**src/common/udp_ip_consts.svh**
```systemverilog
`ifndef UDP_IP_CONSTS_SVH
`define UDP_IP_CONSTS_SVH

// payload buffer depth is 2**AW.
`define UIP_FIFO_AW 6

`define UIP_UDP_HDR_LEN 8
`define UIP_IP_HDR_LEN 20

`define UIP_IP_VER_IHL 8'h45
`define UIP_IP_FLAGS 16'h4000
`define UIP_IP_TTL 8'h40
`define UIP_IP_PROTO_UDP 8'h11

`endif

```
**src/common/udp_ip_pkg.sv**
```systemverilog
package udp_ip_pkg;

    typedef logic [7:0]  byte_t;
    typedef logic [15:0] len_t;
    typedef logic [15:0] port_t;
    typedef logic [31:0] ip_addr_t;

    // header states share the upper nibble 1.
    typedef enum logic [7:0] {
        U_IDLE = 8'h00,
        U_WAIT = 8'h01,
        U_WORK = 8'h02,
        U_DONE = 8'h03,
        U_HD00 = 8'h10,
        U_HD01 = 8'h11,
        U_HD02 = 8'h12,
        U_HD03 = 8'h13,
        U_HD04 = 8'h14,
        U_HD05 = 8'h15,
        U_HD06 = 8'h16,
        U_HD07 = 8'h17
    } udp_state_t;

    typedef enum logic [2:0] {
        I_IDLE = 3'd0,
        I_WAIT = 3'd1,
        I_HDR  = 3'd2,
        I_UDP  = 3'd3,
        I_DONE = 3'd4
    } ip_state_t;

endpackage

```
**src/rtl/payload_fifo.sv**
```systemverilog
`timescale 1ns/1ps
`include "udp_ip_consts.svh"

module payload_fifo #(
    parameter int AW = `UIP_FIFO_AW
) (
    input  logic              clk,
    input  logic              rst,
    input  logic              wr_en,
    input  udp_ip_pkg::byte_t wr_data,
    input  logic              rd_en,
    output udp_ip_pkg::byte_t rd_data,
    output logic              full,
    output logic              empty
);

    udp_ip_pkg::byte_t mem [2**AW];
    logic [AW:0]       wr_ptr;
    logic [AW:0]       rd_ptr;

    assign empty   = (wr_ptr == rd_ptr);
    assign full    = (wr_ptr == {~rd_ptr[AW], rd_ptr[AW-1:0]}); // wrapped once more.
    assign rd_data = mem[rd_ptr[AW-1:0]]; // head always shown.

    always_ff @(posedge clk) begin
        if (wr_en && !full) begin
            mem[wr_ptr[AW-1:0]] <= wr_data;
        end
    end

    always_ff @(posedge clk or posedge rst) begin
        if (rst) begin
            wr_ptr <= '0;
            rd_ptr <= '0;
        end else begin
            if (wr_en && !full) begin
                wr_ptr <= wr_ptr + 1'b1;
            end
            if (rd_en && !empty) begin
                rd_ptr <= rd_ptr + 1'b1;
            end
        end
    end

    ////////////////////

    a_no_overflow: assert property (@(posedge clk) disable iff (rst) !(wr_en && full))
        else $error("payload_fifo: write while full");

    a_no_underflow: assert property (@(posedge clk) disable iff (rst) !(rd_en && empty))
        else $error("payload_fifo: read while empty, payload shorter than payload_len");

endmodule

```
**src/udp/udp_tx.sv**
```systemverilog
`timescale 1ns/1ps
`include "udp_ip_consts.svh"

module udp_tx (
    input  logic              clk,
    input  logic              rst,
    input  logic              fs,
    output logic              fd,
    input  udp_ip_pkg::port_t src_port,
    input  udp_ip_pkg::port_t dst_port,
    input  udp_ip_pkg::len_t  udp_len,
    output logic              fifo_rd_en,
    input  udp_ip_pkg::byte_t fifo_rd_data,
    output udp_ip_pkg::byte_t udp_data,
    output logic              udp_valid
);

    localparam udp_ip_pkg::len_t CHECKSUM = 16'h0000; // sent as zero.

    udp_ip_pkg::udp_state_t state;
    udp_ip_pkg::udp_state_t next_state;
    udp_ip_pkg::len_t       cnt;
    udp_ip_pkg::len_t       dlen;

    assign fd         = (state == udp_ip_pkg::U_DONE);
    assign fifo_rd_en = (state == udp_ip_pkg::U_WORK);

    ////////////////////

    always_ff @(posedge clk or posedge rst) begin
        if (rst) begin
            state <= udp_ip_pkg::U_IDLE;
        end else begin
            state <= next_state;
        end
    end

    always_comb begin
        case (state)
            udp_ip_pkg::U_IDLE: next_state = udp_ip_pkg::U_WAIT;
            udp_ip_pkg::U_WAIT: next_state = fs ? udp_ip_pkg::U_HD00 : udp_ip_pkg::U_WAIT;
            udp_ip_pkg::U_HD00: next_state = udp_ip_pkg::U_HD01;
            udp_ip_pkg::U_HD01: next_state = udp_ip_pkg::U_HD02;
            udp_ip_pkg::U_HD02: next_state = udp_ip_pkg::U_HD03;
            udp_ip_pkg::U_HD03: next_state = udp_ip_pkg::U_HD04;
            udp_ip_pkg::U_HD04: next_state = udp_ip_pkg::U_HD05;
            udp_ip_pkg::U_HD05: next_state = udp_ip_pkg::U_HD06;
            udp_ip_pkg::U_HD06: next_state = udp_ip_pkg::U_HD07;
            udp_ip_pkg::U_HD07: begin
                // an empty datagram skips the payload.
                next_state = (dlen == '0) ? udp_ip_pkg::U_DONE : udp_ip_pkg::U_WORK;
            end
            udp_ip_pkg::U_WORK: begin
                next_state = (cnt >= dlen - 16'd1) ? udp_ip_pkg::U_DONE : udp_ip_pkg::U_WORK;
            end
            udp_ip_pkg::U_DONE: next_state = fs ? udp_ip_pkg::U_DONE : udp_ip_pkg::U_WAIT;
            default:            next_state = udp_ip_pkg::U_IDLE;
        endcase
    end

    ////////////////////

    always_ff @(posedge clk) begin
        case (state)
            udp_ip_pkg::U_HD00: udp_data <= src_port[15:8];
            udp_ip_pkg::U_HD01: udp_data <= src_port[7:0];
            udp_ip_pkg::U_HD02: udp_data <= dst_port[15:8];
            udp_ip_pkg::U_HD03: udp_data <= dst_port[7:0];
            udp_ip_pkg::U_HD04: udp_data <= udp_len[15:8];
            udp_ip_pkg::U_HD05: udp_data <= udp_len[7:0];
            udp_ip_pkg::U_HD06: udp_data <= CHECKSUM[15:8];
            udp_ip_pkg::U_HD07: udp_data <= CHECKSUM[7:0];
            udp_ip_pkg::U_WORK: udp_data <= fifo_rd_data;
            default:            udp_data <= 8'h00;
        endcase
    end

    always_ff @(posedge clk or posedge rst) begin
        if (rst) begin
            udp_valid <= 1'b0;
            dlen      <= '0;
            cnt       <= '0;
        end else begin
            udp_valid <= (state[7:4] == 4'h1) || (state == udp_ip_pkg::U_WORK);
            if (state == udp_ip_pkg::U_HD00) begin
                dlen <= udp_len - 16'(`UIP_UDP_HDR_LEN); // payload bytes only.
            end
            if (state == udp_ip_pkg::U_WORK) begin
                cnt <= cnt + 16'd1;
            end else begin
                cnt <= '0;
            end
        end
    end

endmodule

```
**src/ip/ip_checksum.sv**
```systemverilog
`timescale 1ns/1ps
`include "udp_ip_consts.svh"

module ip_checksum (
    input  logic                 clk,
    input  logic                 rst,
    input  logic                 start,
    input  udp_ip_pkg::len_t     total_len,
    input  udp_ip_pkg::len_t     ident,
    input  udp_ip_pkg::ip_addr_t src_ip,
    input  udp_ip_pkg::ip_addr_t dst_ip,
    output udp_ip_pkg::len_t     checksum,
    output logic                 done
);

    localparam udp_ip_pkg::len_t WORD0 = {`UIP_IP_VER_IHL, 8'h00}; // version, ihl, tos.

    logic [16:0]      acc;
    logic [16:0]      sum;
    udp_ip_pkg::len_t word;
    logic [3:0]       idx;
    logic             busy;

    always_comb begin
        case (idx)
            4'd1:    word = total_len;
            4'd2:    word = ident;
            4'd3:    word = `UIP_IP_FLAGS;
            4'd4:    word = {`UIP_IP_TTL, `UIP_IP_PROTO_UDP};
            4'd6:    word = src_ip[31:16];
            4'd7:    word = src_ip[15:0];
            4'd8:    word = dst_ip[31:16];
            4'd9:    word = dst_ip[15:0];
            default: word = 16'h0000; // word 5 is the checksum field.
        endcase
    end

    assign sum = {1'b0, acc[15:0]} + {16'h0000, acc[16]} + {1'b0, word}; // end-around carry.

    always_ff @(posedge clk or posedge rst) begin
        if (rst) begin
            busy <= 1'b0;
            idx  <= '0;
            done <= 1'b0;
        end else if (start) begin
            busy <= 1'b1;
            idx  <= 4'd1;
            done <= 1'b0;
        end else if (busy) begin
            idx <= idx + 4'd1;
            if (idx == 4'd9) begin
                busy <= 1'b0;
                done <= 1'b1;
            end
        end
    end

    always_ff @(posedge clk) begin
        if (start) begin
            acc <= {1'b0, WORD0};
        end else if (busy) begin
            acc <= sum;
        end
        if (busy && idx == 4'd9) begin
            checksum <= ~(sum[15:0] + {15'h0000, sum[16]}); // last fold cannot carry.
        end
    end

endmodule

```
**src/ip/ip_tx.sv**
```systemverilog
`timescale 1ns/1ps
`include "udp_ip_consts.svh"

module ip_tx (
    input  logic                 clk,
    input  logic                 rst,
    input  logic                 fs,
    output logic                 fd,
    input  udp_ip_pkg::ip_addr_t src_ip,
    input  udp_ip_pkg::ip_addr_t dst_ip,
    input  udp_ip_pkg::len_t     payload_len,
    output logic                 udp_fs,
    input  logic                 udp_fd,
    output udp_ip_pkg::len_t     udp_len,
    input  udp_ip_pkg::byte_t    udp_data,
    input  logic                 udp_valid,
    output udp_ip_pkg::byte_t    ip_data,
    output logic                 ip_valid
);

    localparam logic [15:0] IP_FLAGS = `UIP_IP_FLAGS;
    localparam logic [4:0]  HDR_LAST = 5'(`UIP_IP_HDR_LEN - 1);
    localparam logic [4:0]  CS_BYTE  = 5'd10; // checksum high byte.

    udp_ip_pkg::ip_state_t state;
    logic [4:0]            hcnt;
    udp_ip_pkg::len_t      ident;
    udp_ip_pkg::len_t      total_len;
    udp_ip_pkg::len_t      checksum;
    logic                  cs_start;
    logic                  cs_done;
    logic                  hdr_go;
    udp_ip_pkg::byte_t     hdr_byte;

    assign total_len = payload_len + 16'(`UIP_IP_HDR_LEN + `UIP_UDP_HDR_LEN);
    assign udp_len   = payload_len + 16'(`UIP_UDP_HDR_LEN);

    assign fd       = (state == udp_ip_pkg::I_DONE);
    assign udp_fs   = (state == udp_ip_pkg::I_UDP);
    assign cs_start = (state == udp_ip_pkg::I_HDR) && (hcnt == 5'd0);
    assign hdr_go   = (hcnt != CS_BYTE) || cs_done; // hold until the sum is ready.

    assign ip_valid = ((state == udp_ip_pkg::I_HDR) && hdr_go) ||
                      ((state == udp_ip_pkg::I_UDP) && udp_valid);
    assign ip_data  = (state == udp_ip_pkg::I_HDR) ? hdr_byte : udp_data;

    ip_checksum i_checksum (
        .clk       (clk),
        .rst       (rst),
        .start     (cs_start),
        .total_len (total_len),
        .ident     (ident),
        .src_ip    (src_ip),
        .dst_ip    (dst_ip),
        .checksum  (checksum),
        .done      (cs_done)
    );

    ////////////////////

    always_comb begin
        case (hcnt)
            5'd0:    hdr_byte = `UIP_IP_VER_IHL;
            5'd1:    hdr_byte = 8'h00;
            5'd2:    hdr_byte = total_len[15:8];
            5'd3:    hdr_byte = total_len[7:0];
            5'd4:    hdr_byte = ident[15:8];
            5'd5:    hdr_byte = ident[7:0];
            5'd6:    hdr_byte = IP_FLAGS[15:8];
            5'd7:    hdr_byte = IP_FLAGS[7:0];
            5'd8:    hdr_byte = `UIP_IP_TTL;
            5'd9:    hdr_byte = `UIP_IP_PROTO_UDP;
            5'd10:   hdr_byte = checksum[15:8];
            5'd11:   hdr_byte = checksum[7:0];
            5'd12:   hdr_byte = src_ip[31:24];
            5'd13:   hdr_byte = src_ip[23:16];
            5'd14:   hdr_byte = src_ip[15:8];
            5'd15:   hdr_byte = src_ip[7:0];
            5'd16:   hdr_byte = dst_ip[31:24];
            5'd17:   hdr_byte = dst_ip[23:16];
            5'd18:   hdr_byte = dst_ip[15:8];
            default: hdr_byte = dst_ip[7:0];
        endcase
    end

    always_ff @(posedge clk or posedge rst) begin
        if (rst) begin
            state <= udp_ip_pkg::I_IDLE;
            hcnt  <= '0;
            ident <= '0;
        end else begin
            case (state)
                udp_ip_pkg::I_IDLE: state <= udp_ip_pkg::I_WAIT;
                udp_ip_pkg::I_WAIT: begin
                    hcnt <= '0;
                    if (fs) begin
                        state <= udp_ip_pkg::I_HDR;
                    end
                end
                udp_ip_pkg::I_HDR: begin
                    if (hdr_go) begin
                        hcnt <= hcnt + 5'd1;
                        if (hcnt == HDR_LAST) begin
                            state <= udp_ip_pkg::I_UDP;
                        end
                    end
                end
                udp_ip_pkg::I_UDP: begin
                    if (udp_fd) begin
                        ident <= ident + 16'd1; // next frame id.
                        state <= udp_ip_pkg::I_DONE;
                    end
                end
                udp_ip_pkg::I_DONE: begin
                    if (!fs) begin
                        state <= udp_ip_pkg::I_WAIT;
                    end
                end
                default: state <= udp_ip_pkg::I_IDLE;
            endcase
        end
    end

    // the checksum unit finishes exactly when byte 10 is due.
    a_cs_in_time: assert property (@(posedge clk) disable iff (rst)
        (state == udp_ip_pkg::I_HDR && hcnt == CS_BYTE) |-> cs_done)
        else $error("ip_tx: checksum not ready for header byte 10");

endmodule

```
**src/rtl/tx_out.sv**
```systemverilog
`timescale 1ns/1ps

module tx_out (
    input  logic              clk,
    input  logic              rst,
    input  udp_ip_pkg::byte_t ip_data,
    input  logic              ip_valid,
    input  logic              fd,
    output udp_ip_pkg::byte_t tx_data,
    output logic              tx_valid,
    output logic              tx_sop,
    output logic              tx_eop
);

    logic frame_open; // bytes of this frame already passed.
    logic in_frame;   // output side, sop seen and eop not yet.

    // fd rises together with the delayed last byte.
    assign tx_eop = tx_valid && fd;

    always_ff @(posedge clk) begin
        tx_data <= ip_data;
    end

    always_ff @(posedge clk or posedge rst) begin
        if (rst) begin
            tx_valid   <= 1'b0;
            tx_sop     <= 1'b0;
            frame_open <= 1'b0;
            in_frame   <= 1'b0;
        end else begin
            tx_valid <= ip_valid;
            tx_sop   <= ip_valid && !frame_open;
            if (ip_valid) begin
                frame_open <= 1'b1;
            end else if (fd) begin
                frame_open <= 1'b0;
            end
            if (tx_sop) begin
                in_frame <= 1'b1;
            end else if (tx_eop) begin
                in_frame <= 1'b0;
            end
        end
    end

    a_no_nested_sop: assert property (@(posedge clk) disable iff (rst) !(tx_sop && in_frame))
        else $error("tx_out: start of packet inside an open frame");

endmodule

```
**src/rtl/udp_ip_tx.sv**
```systemverilog
`timescale 1ns/1ps

module udp_ip_tx (
    input  logic                 clk,
    input  logic                 rst,
    input  logic                 wr_en,
    input  udp_ip_pkg::byte_t    wr_data,
    output logic                 full,
    input  logic                 fs,
    output logic                 fd,
    input  udp_ip_pkg::ip_addr_t src_ip,
    input  udp_ip_pkg::ip_addr_t dst_ip,
    input  udp_ip_pkg::port_t    src_port,
    input  udp_ip_pkg::port_t    dst_port,
    input  udp_ip_pkg::len_t     payload_len,
    output udp_ip_pkg::byte_t    tx_data,
    output logic                 tx_valid,
    output logic                 tx_sop,
    output logic                 tx_eop
);

    logic              fifo_rd_en;
    udp_ip_pkg::byte_t fifo_rd_data;
    logic              udp_fs;
    logic              udp_fd;
    udp_ip_pkg::len_t  udp_len;
    udp_ip_pkg::byte_t udp_data;
    logic              udp_valid;
    udp_ip_pkg::byte_t ip_data;
    logic              ip_valid;

    payload_fifo i_fifo (
        .clk     (clk),
        .rst     (rst),
        .wr_en   (wr_en),
        .wr_data (wr_data),
        .rd_en   (fifo_rd_en),
        .rd_data (fifo_rd_data),
        .full    (full),
        .empty   ()
    );

    ip_tx i_ip (
        .clk         (clk),
        .rst         (rst),
        .fs          (fs),
        .fd          (fd),
        .src_ip      (src_ip),
        .dst_ip      (dst_ip),
        .payload_len (payload_len),
        .udp_fs      (udp_fs),
        .udp_fd      (udp_fd),
        .udp_len     (udp_len),
        .udp_data    (udp_data),
        .udp_valid   (udp_valid),
        .ip_data     (ip_data),
        .ip_valid    (ip_valid)
    );

    udp_tx i_udp (
        .clk          (clk),
        .rst          (rst),
        .fs           (udp_fs),
        .fd           (udp_fd),
        .src_port     (src_port),
        .dst_port     (dst_port),
        .udp_len      (udp_len),
        .fifo_rd_en   (fifo_rd_en),
        .fifo_rd_data (fifo_rd_data),
        .udp_data     (udp_data),
        .udp_valid    (udp_valid)
    );

    tx_out i_out (
        .clk      (clk),
        .rst      (rst),
        .ip_data  (ip_data),
        .ip_valid (ip_valid),
        .fd       (fd),
        .tx_data  (tx_data),
        .tx_valid (tx_valid),
        .tx_sop   (tx_sop),
        .tx_eop   (tx_eop)
    );

endmodule

```
**config.mk**
```make
export PLATFORM = sky130hd
export DESIGN_NAME = udp_ip_tx
export DESIGN_NICKNAME = d
export VERILOG_FILES = /design/src/common/udp_ip_pkg.sv /design/src/rtl/payload_fifo.sv /design/src/udp/udp_tx.sv /design/src/ip/ip_checksum.sv /design/src/ip/ip_tx.sv /design/src/rtl/tx_out.sv /design/src/rtl/udp_ip_tx.sv
export VERILOG_INCLUDE_DIRS = /design/src /design/src/common
export SDC_FILE = /design/constraint.sdc
export NUM_CORES = 1
export LEC_CHECK = 0
export CORE_MARGIN = 2
export CORE_UTILIZATION = 65
export DETAILED_ROUTE_END_ITERATION = 16
export DONT_BUFFER_PORTS = 1
export GPL_ROUTABILITY_DRIVEN = 0
export PLACE_DENSITY = 0.77
export SETUP_SLACK_MARGIN = 0.15
export SLEW_MARGIN = 15
export SYNTH_ARGS = -nofsm -noshare
export SYNTH_HDL_FRONTEND = slang
export SYNTH_HIERARCHICAL = 1
export SYNTH_SLANG_ARGS = --single-unit
```
**constraint.sdc**
```tcl
create_clock -name clk -period 10.7 [get_ports clk]
set_clock_uncertainty 0.1 [all_clocks]
set_input_delay 1.07 -clock clk [delete_from_list [all_inputs] [get_ports clk]]
set_output_delay 1.07 -clock clk [all_outputs]
set_load 0.005 [all_outputs]
```
# Word level (Yosys, flattened, before mapping)
# Memories as Yosys holds them, arrays and structs flattened.
# Cells that the tools add are included.
# Widths: inputs -> output; s select.
word_totals:
  wordCells: 145
  regBits: 137
  memories: 1
  ram_bits: 512
memory_table:
  columns: ["name", "depth", "width", "read_ports", "rd_ports_with_merged_regs", "write_ports", "line_no", "text"]
  rows:
  - ["i_fifo.mem", 64, 8, 1, 0, 1, "payload_fifo.sv:17", "udp_ip_pkg::byte_t mem [2**AW];"]
classes:
  bitwise: 2
  reduce_logical: 28
  add_sub_neg: 13
  n_mux: 30
  eq_ne: 51
  n_lt_le_gt_ge: 1
ops:
  columns: ["cell", "count"]
  rows:
  - ["$pmux 8 s17", 1]
  - ["$pmux 16 s8", 1]
  - ["$pmux 8 s12", 1]
  - ["$eq 8x5->1 const B", 8]
  - ["$pmux 8 s7", 1]
  - ["$eq 5x4->1 const B", 8]
  - ["$add 16x1->16 const B", 2]
  - ["$eq 5x3->1 const B", 4]
  - ["$eq 5x5->1 const B", 4]
  - ["$add 16x1->17", 1]
  - ["$add 17x16->17", 1]
  - ["$add 16x1->16", 1]
  - ["$add 16x4->16 const B", 1]
  - ["$add 16x5->16 const B", 1]
  - ["$eq 8x2->1 const B", 2]
  - ["$ge 16x16->1", 1]
  - ["$logic_not 16->1", 1]
  - ["$mux 16", 1]
  - ["$not 16->16", 1]
  - ["$sub 16x1->16 const B", 1]
  - ["$sub 16x4->16 const B", 1]
  - ["$mux 3", 5]
  - ["$pmux 3 s5", 1]
  - ["$add 7x1->7 const B", 2]
  - ["33 further kinds", 74]

# Longest topological paths before layout
depth:
  depth_word: 6
  ltp_mapped: 24
  ltp_nobuf: 24

# Cells and area by module
# Netlist, hierarchy kept.
by_module_without_submodules:
  columns: ["mod", "cells_each", "n_inst", "area_per_inst_um2"]
  rows:
  - ["payload_fifo", 1024, 1, 20843.7]
  - ["ip_checksum", 346, 1, 3110.5]
  - ["ip_tx", 343, 1, 2891.5]
  - ["udp_tx", 328, 1, 2891.5]
  - ["tx_out", 16, 1, 264.0]

# Worst setup path after synthesis
# Ideal clock, no wire load.
synth_path:
  path_type: "input to register"
  start: "in payload_len[3]"
  end: "reg i_ip.i_checksum.checksum[15], data pin"
  cell_stages: 23
  t_arrival_ns: 4.833
  t_required_ns: 10.341
  n_path_buf: 0
  setup_time_ns: 0.259
  path_slack_ns: 5.509
  path_cell_list: "inv_1 > ha_1 > a21boi_1 > nor2_1 > xor2_1 > a22oi_1 > nand3_1 > ha_1 > and2_1 > and3_1 > nand3_1 > o221ai_1 > a21oi_1 > nor2b_1 > o21ai_0 > nand2_1 > ha_1 > nor2b_1 > and2_1 > nand3_2 > nor3_2 > nand4_1 > xor2_1"
synth_via:
  elab_chain_cells: 5
synth_rtl:
  columns: ["element", "line_no", "text"]
  rows:
  - ["start: declaration", "udp_ip_tx.sv:15", "input udp_ip_pkg::len_t payload_len,"]
  - ["$add 16x5->16", "ip_tx.sv:35", "assign total_len = payload_len + 16'(`UIP_IP_HDR_LEN + `UIP_UDP_HDR_LEN);"]
  - ["via i_ip.total_len[7]", "ip_tx.sv:28", "udp_ip_pkg::len_t total_len;"]
  - ["$pmux 16 s8", "ip_checksum.sv:25", "case (idx)"]
  - ["$add 17x16->17", "ip_checksum.sv:38", "assign sum = {1'b0, acc[15:0]} + {16'h0000, acc[16]} + {1'b0, word};"]
  - ["via i_ip.i_checksum.sum[16]", "ip_checksum.sv:19", "logic [16:0] sum;"]
  - ["$add 16x1->16", "ip_checksum.sv:65", "checksum <= ~(sum[15:0] + {15'h0000, sum[16]});"]
  - ["$not 16->16", "ip_checksum.sv:65", null]
  - ["end signal: assignment", "ip_checksum.sv:65", null]
  - ["end: declaration", "ip_checksum.sv:12", "output udp_ip_pkg::len_t checksum,"]
# The timed path passes the listed nets, and every way through them passes these cells.
# A chain may end at the register's enable or synchronous reset.

# Worst setup path in the final report
layout_path:
  start: "reg i_ip.i_checksum.idx[1]"
  end: "reg i_ip.i_checksum.checksum[15], data pin"
layout_via:
  elab_chain_cells: 5
  elab_cells_between_ends: 12
  classes_between: "2 x add/sub; 8 x eq/ne; 1 x mux; 1 x bitwise"
layout_rtl:
  columns: ["element", "line_no", "text"]
  rows:
  - ["start: declaration", "ip_checksum.sv:21", "logic [3:0] idx;"]
  - ["start signal: assignment", "ip_checksum.sv:50", "idx <= idx + 4'd1;"]
  - ["$eq 4x4->1 (tied with other cells)", "ip_checksum.sv:25", null]
  - ["$pmux 16 s8 *", "ip_checksum.sv:25", null]
  - ["$add 17x16->17 *", "ip_checksum.sv:38", null]
  - ["via i_ip.i_checksum.sum[16]", "ip_checksum.sv:19", null]
  - ["$add 16x1->16 *", "ip_checksum.sv:65", null]
  - ["$not 16->16 *", "ip_checksum.sv:65", null]
# Mark *: on every way through the listed nets, which the timed path passes. The rest lies on a longest branch.

==> metrics <==
M1 WL 27.0 mm; die area 47900 sq um; Top delay family on crit path simple AND/OR/NAND/NOR gates; Least-Margin Pin Slew 1.05 ns; Syn Nets 2234; total track usage 31.3%; WS Path Type flop to flop; final WL 73.9 mm; Critical path buffers and inverters 1; initial antenna violation count 5; Hold Path Class input pin to async pin; startpoint types flop; Starting Density 66.0%; Die Ht 219 um; clock buffer count from CTS 61; I/O Buffers 0; commonest non-fill, non-tap cell in the layout edfxtp_1; average size of a mapped cell 14.6 sq um; RSZ-0062 raised after global routing no; Slew HR 29.4%; met2 WL 34.6 mm; initial DRC count 2635; cells along the critical path inv_1 > ha_1 > nor3b_2 > a22oi_1 > nand2_1 > nor2_1 > fa_1 > fa_1 > nor2b_1 > o2111a_1 > o31ai_1 > o221ai_1 > a21oi_1 > nor2b_1 > o21ai_0 > nand2_1 > ha_1 > nor2b_1 > and2_1 > nand3_2 > nor3_2 > nand4_1 > xor2_1; ANT nets after route 0; io pins 137; Via density 6.93; fillcell total 2912; Highest Signal Layer met5; row cnt 78; Inst Count DP 2548; CP Max Fanout 15; Req. time, crit path 10.98 ns; YS warnings 6; Max Freq 169 MHz; routed length per placed instance 27.7 um; most frequent cells in the layout edfxtp_1, nor2_1, nand2_1; Worst IR Drop VDD 180 uV; Max Cap Violations 0; synthesized area 30000 sq um; htree depth 2; via count 18500; Slowest-stage cell, CP nor3b_2; CTS tree built; Crit. End Element flop; Core Area 45500 sq um; P&R area growth vs syn 7.43%; number of buffers on the longest clock path 3; vias in the first global route 18400; most used cell, CP nor2b_1; Worst-Skew Late Latency 0.65 ns; Post-Syn Instances 2056; Crit path largest cell delay 0.86 ns; Sink Count 645; clock root cell clkbuf_16; drt drc 0; static leakage 10.8 nW; setup TNS 0 ns; status completed; Crit path arrival time 6.19 ns; HPWL after detailed placement 47.5 mm; global-route wire length before repair 111 mm; total iterations of the first detailed-routing run 8; largest net degree at the start of global routing 65; Fin. Hold Viols 0; Final nets 2189; layout cells sized above 1 14.3%; pwr dens 255 nW/um^2; worst hold slack 0.0930 ns; # setup viols final 0; grt ovf 0; CTS clock-pin slew for the worst setup and hold paths 0.07 ns; Die X 219 um; setup repair bufs after CTS 0; # hold bufs at CTS 0; Final period util 55.2%; min cycle time layout 5.90 ns; WL met3 8.65 mm; Gates resized, CTS repair 0; non-filler cells, final 2664; Final Max Slew Viols 0
layout make-up:
| cell class | count | area (sq um) | share of cell area [%] |
|---|---|---|---|
| multi-input cells | 1237 | 10400 | 32.3 |
| well taps | 600 | 751 | 2.33 |
| diodes | 1 | 2.50 | 0.00777 |
| repair buffers | 12 | 90.1 | 0.280 |
| clock buffers | 65 | 1540 | 4.78 |
| inverters | 54 | 203 | 0.629 |
| clock inverters | 50 | 616 | 1.91 |
| flip-flops and latches | 645 | 18600 | 57.8 |
per-stage QoR:
stage          total power, mW  setup slack, ns  utilization [%]  instance area [sq um]
2_1_floorplan             5.31             5.51                -                  30000
3_3_place_gp              5.79             4.95             66.1                  30100
3_5_place_dp              5.87             4.78             66.1                  30100
4_1_cts                   8.18             4.94             70.9                  32200
5_1_grt                   8.55             4.38             70.9                  32200
6_report                  8.21             4.80             70.9                  32200
sequential cells by signal, indices dropped and copies added (netlist names), 3 cells and up:
| name | count |
|---|---|
| i_ip/state | 3 |
| i_udp/dlen | 16 |
| i_udp/cnt | 16 |
| i_udp/state | 4 |
| i_ip/i_checksum/acc | 17 |
| i_fifo/wr_ptr | 7 |
| i_fifo/mem | 512 |
| i_ip/hcnt | 5 |
| i_udp/udp_data | 8 |
| i_fifo/rd_ptr | 7 |
| i_ip/i_checksum/idx | 4 |
| i_out/tx_data | 8 |
| i_ip/i_checksum/checksum | 16 |
| i_ip/ident | 16 |
layer usage:
| metal | vias to the layer above | track usage (%) |
|---|---|---|
| met1 | 9038 | 40.9 |
| met2 | 1203 | 49.4 |
| li1 | 7928 | - |
| met4 | 6 | 14.0 |
| met5 | - | 0 |
| met3 | 286 | 9.11 |
power breakdown:
part           leakage (nW)  total [mW]  internal, mW  switching [mW]
combinational          3.69        2.63          1.08            1.55
sequential             6.09        3.29          2.99           0.297
clock                  1.04        2.29          1.34           0.950
path summary, 6_finish.rpt:
| kind | from | cells after the start | end | slack, ns |
|---|---|---|---|---|
| setup / recovery | i_ip/i_checksum/idx[1] | 23 | i_ip/i_checksum/checksum[15] | 4.80 |
| hold / removal | rst | 1 | i_out/frame_open | 0.09 |
| setup reg to reg | i_ip/i_checksum/idx[1] | 23 | i_ip/i_checksum/checksum[15] | 4.80 |
| hold reg to reg | i_out/frame_open | 1 | i_out/tx_sop | 0.34 |
| max in group asynchronous | rst | 1 | i_ip/ident[13] | 9.36 |
| min in group clk | i_out/frame_open | 1 | i_out/tx_sop | 0.34 |
Note: power is estimated with default switching activity, not from simulation.
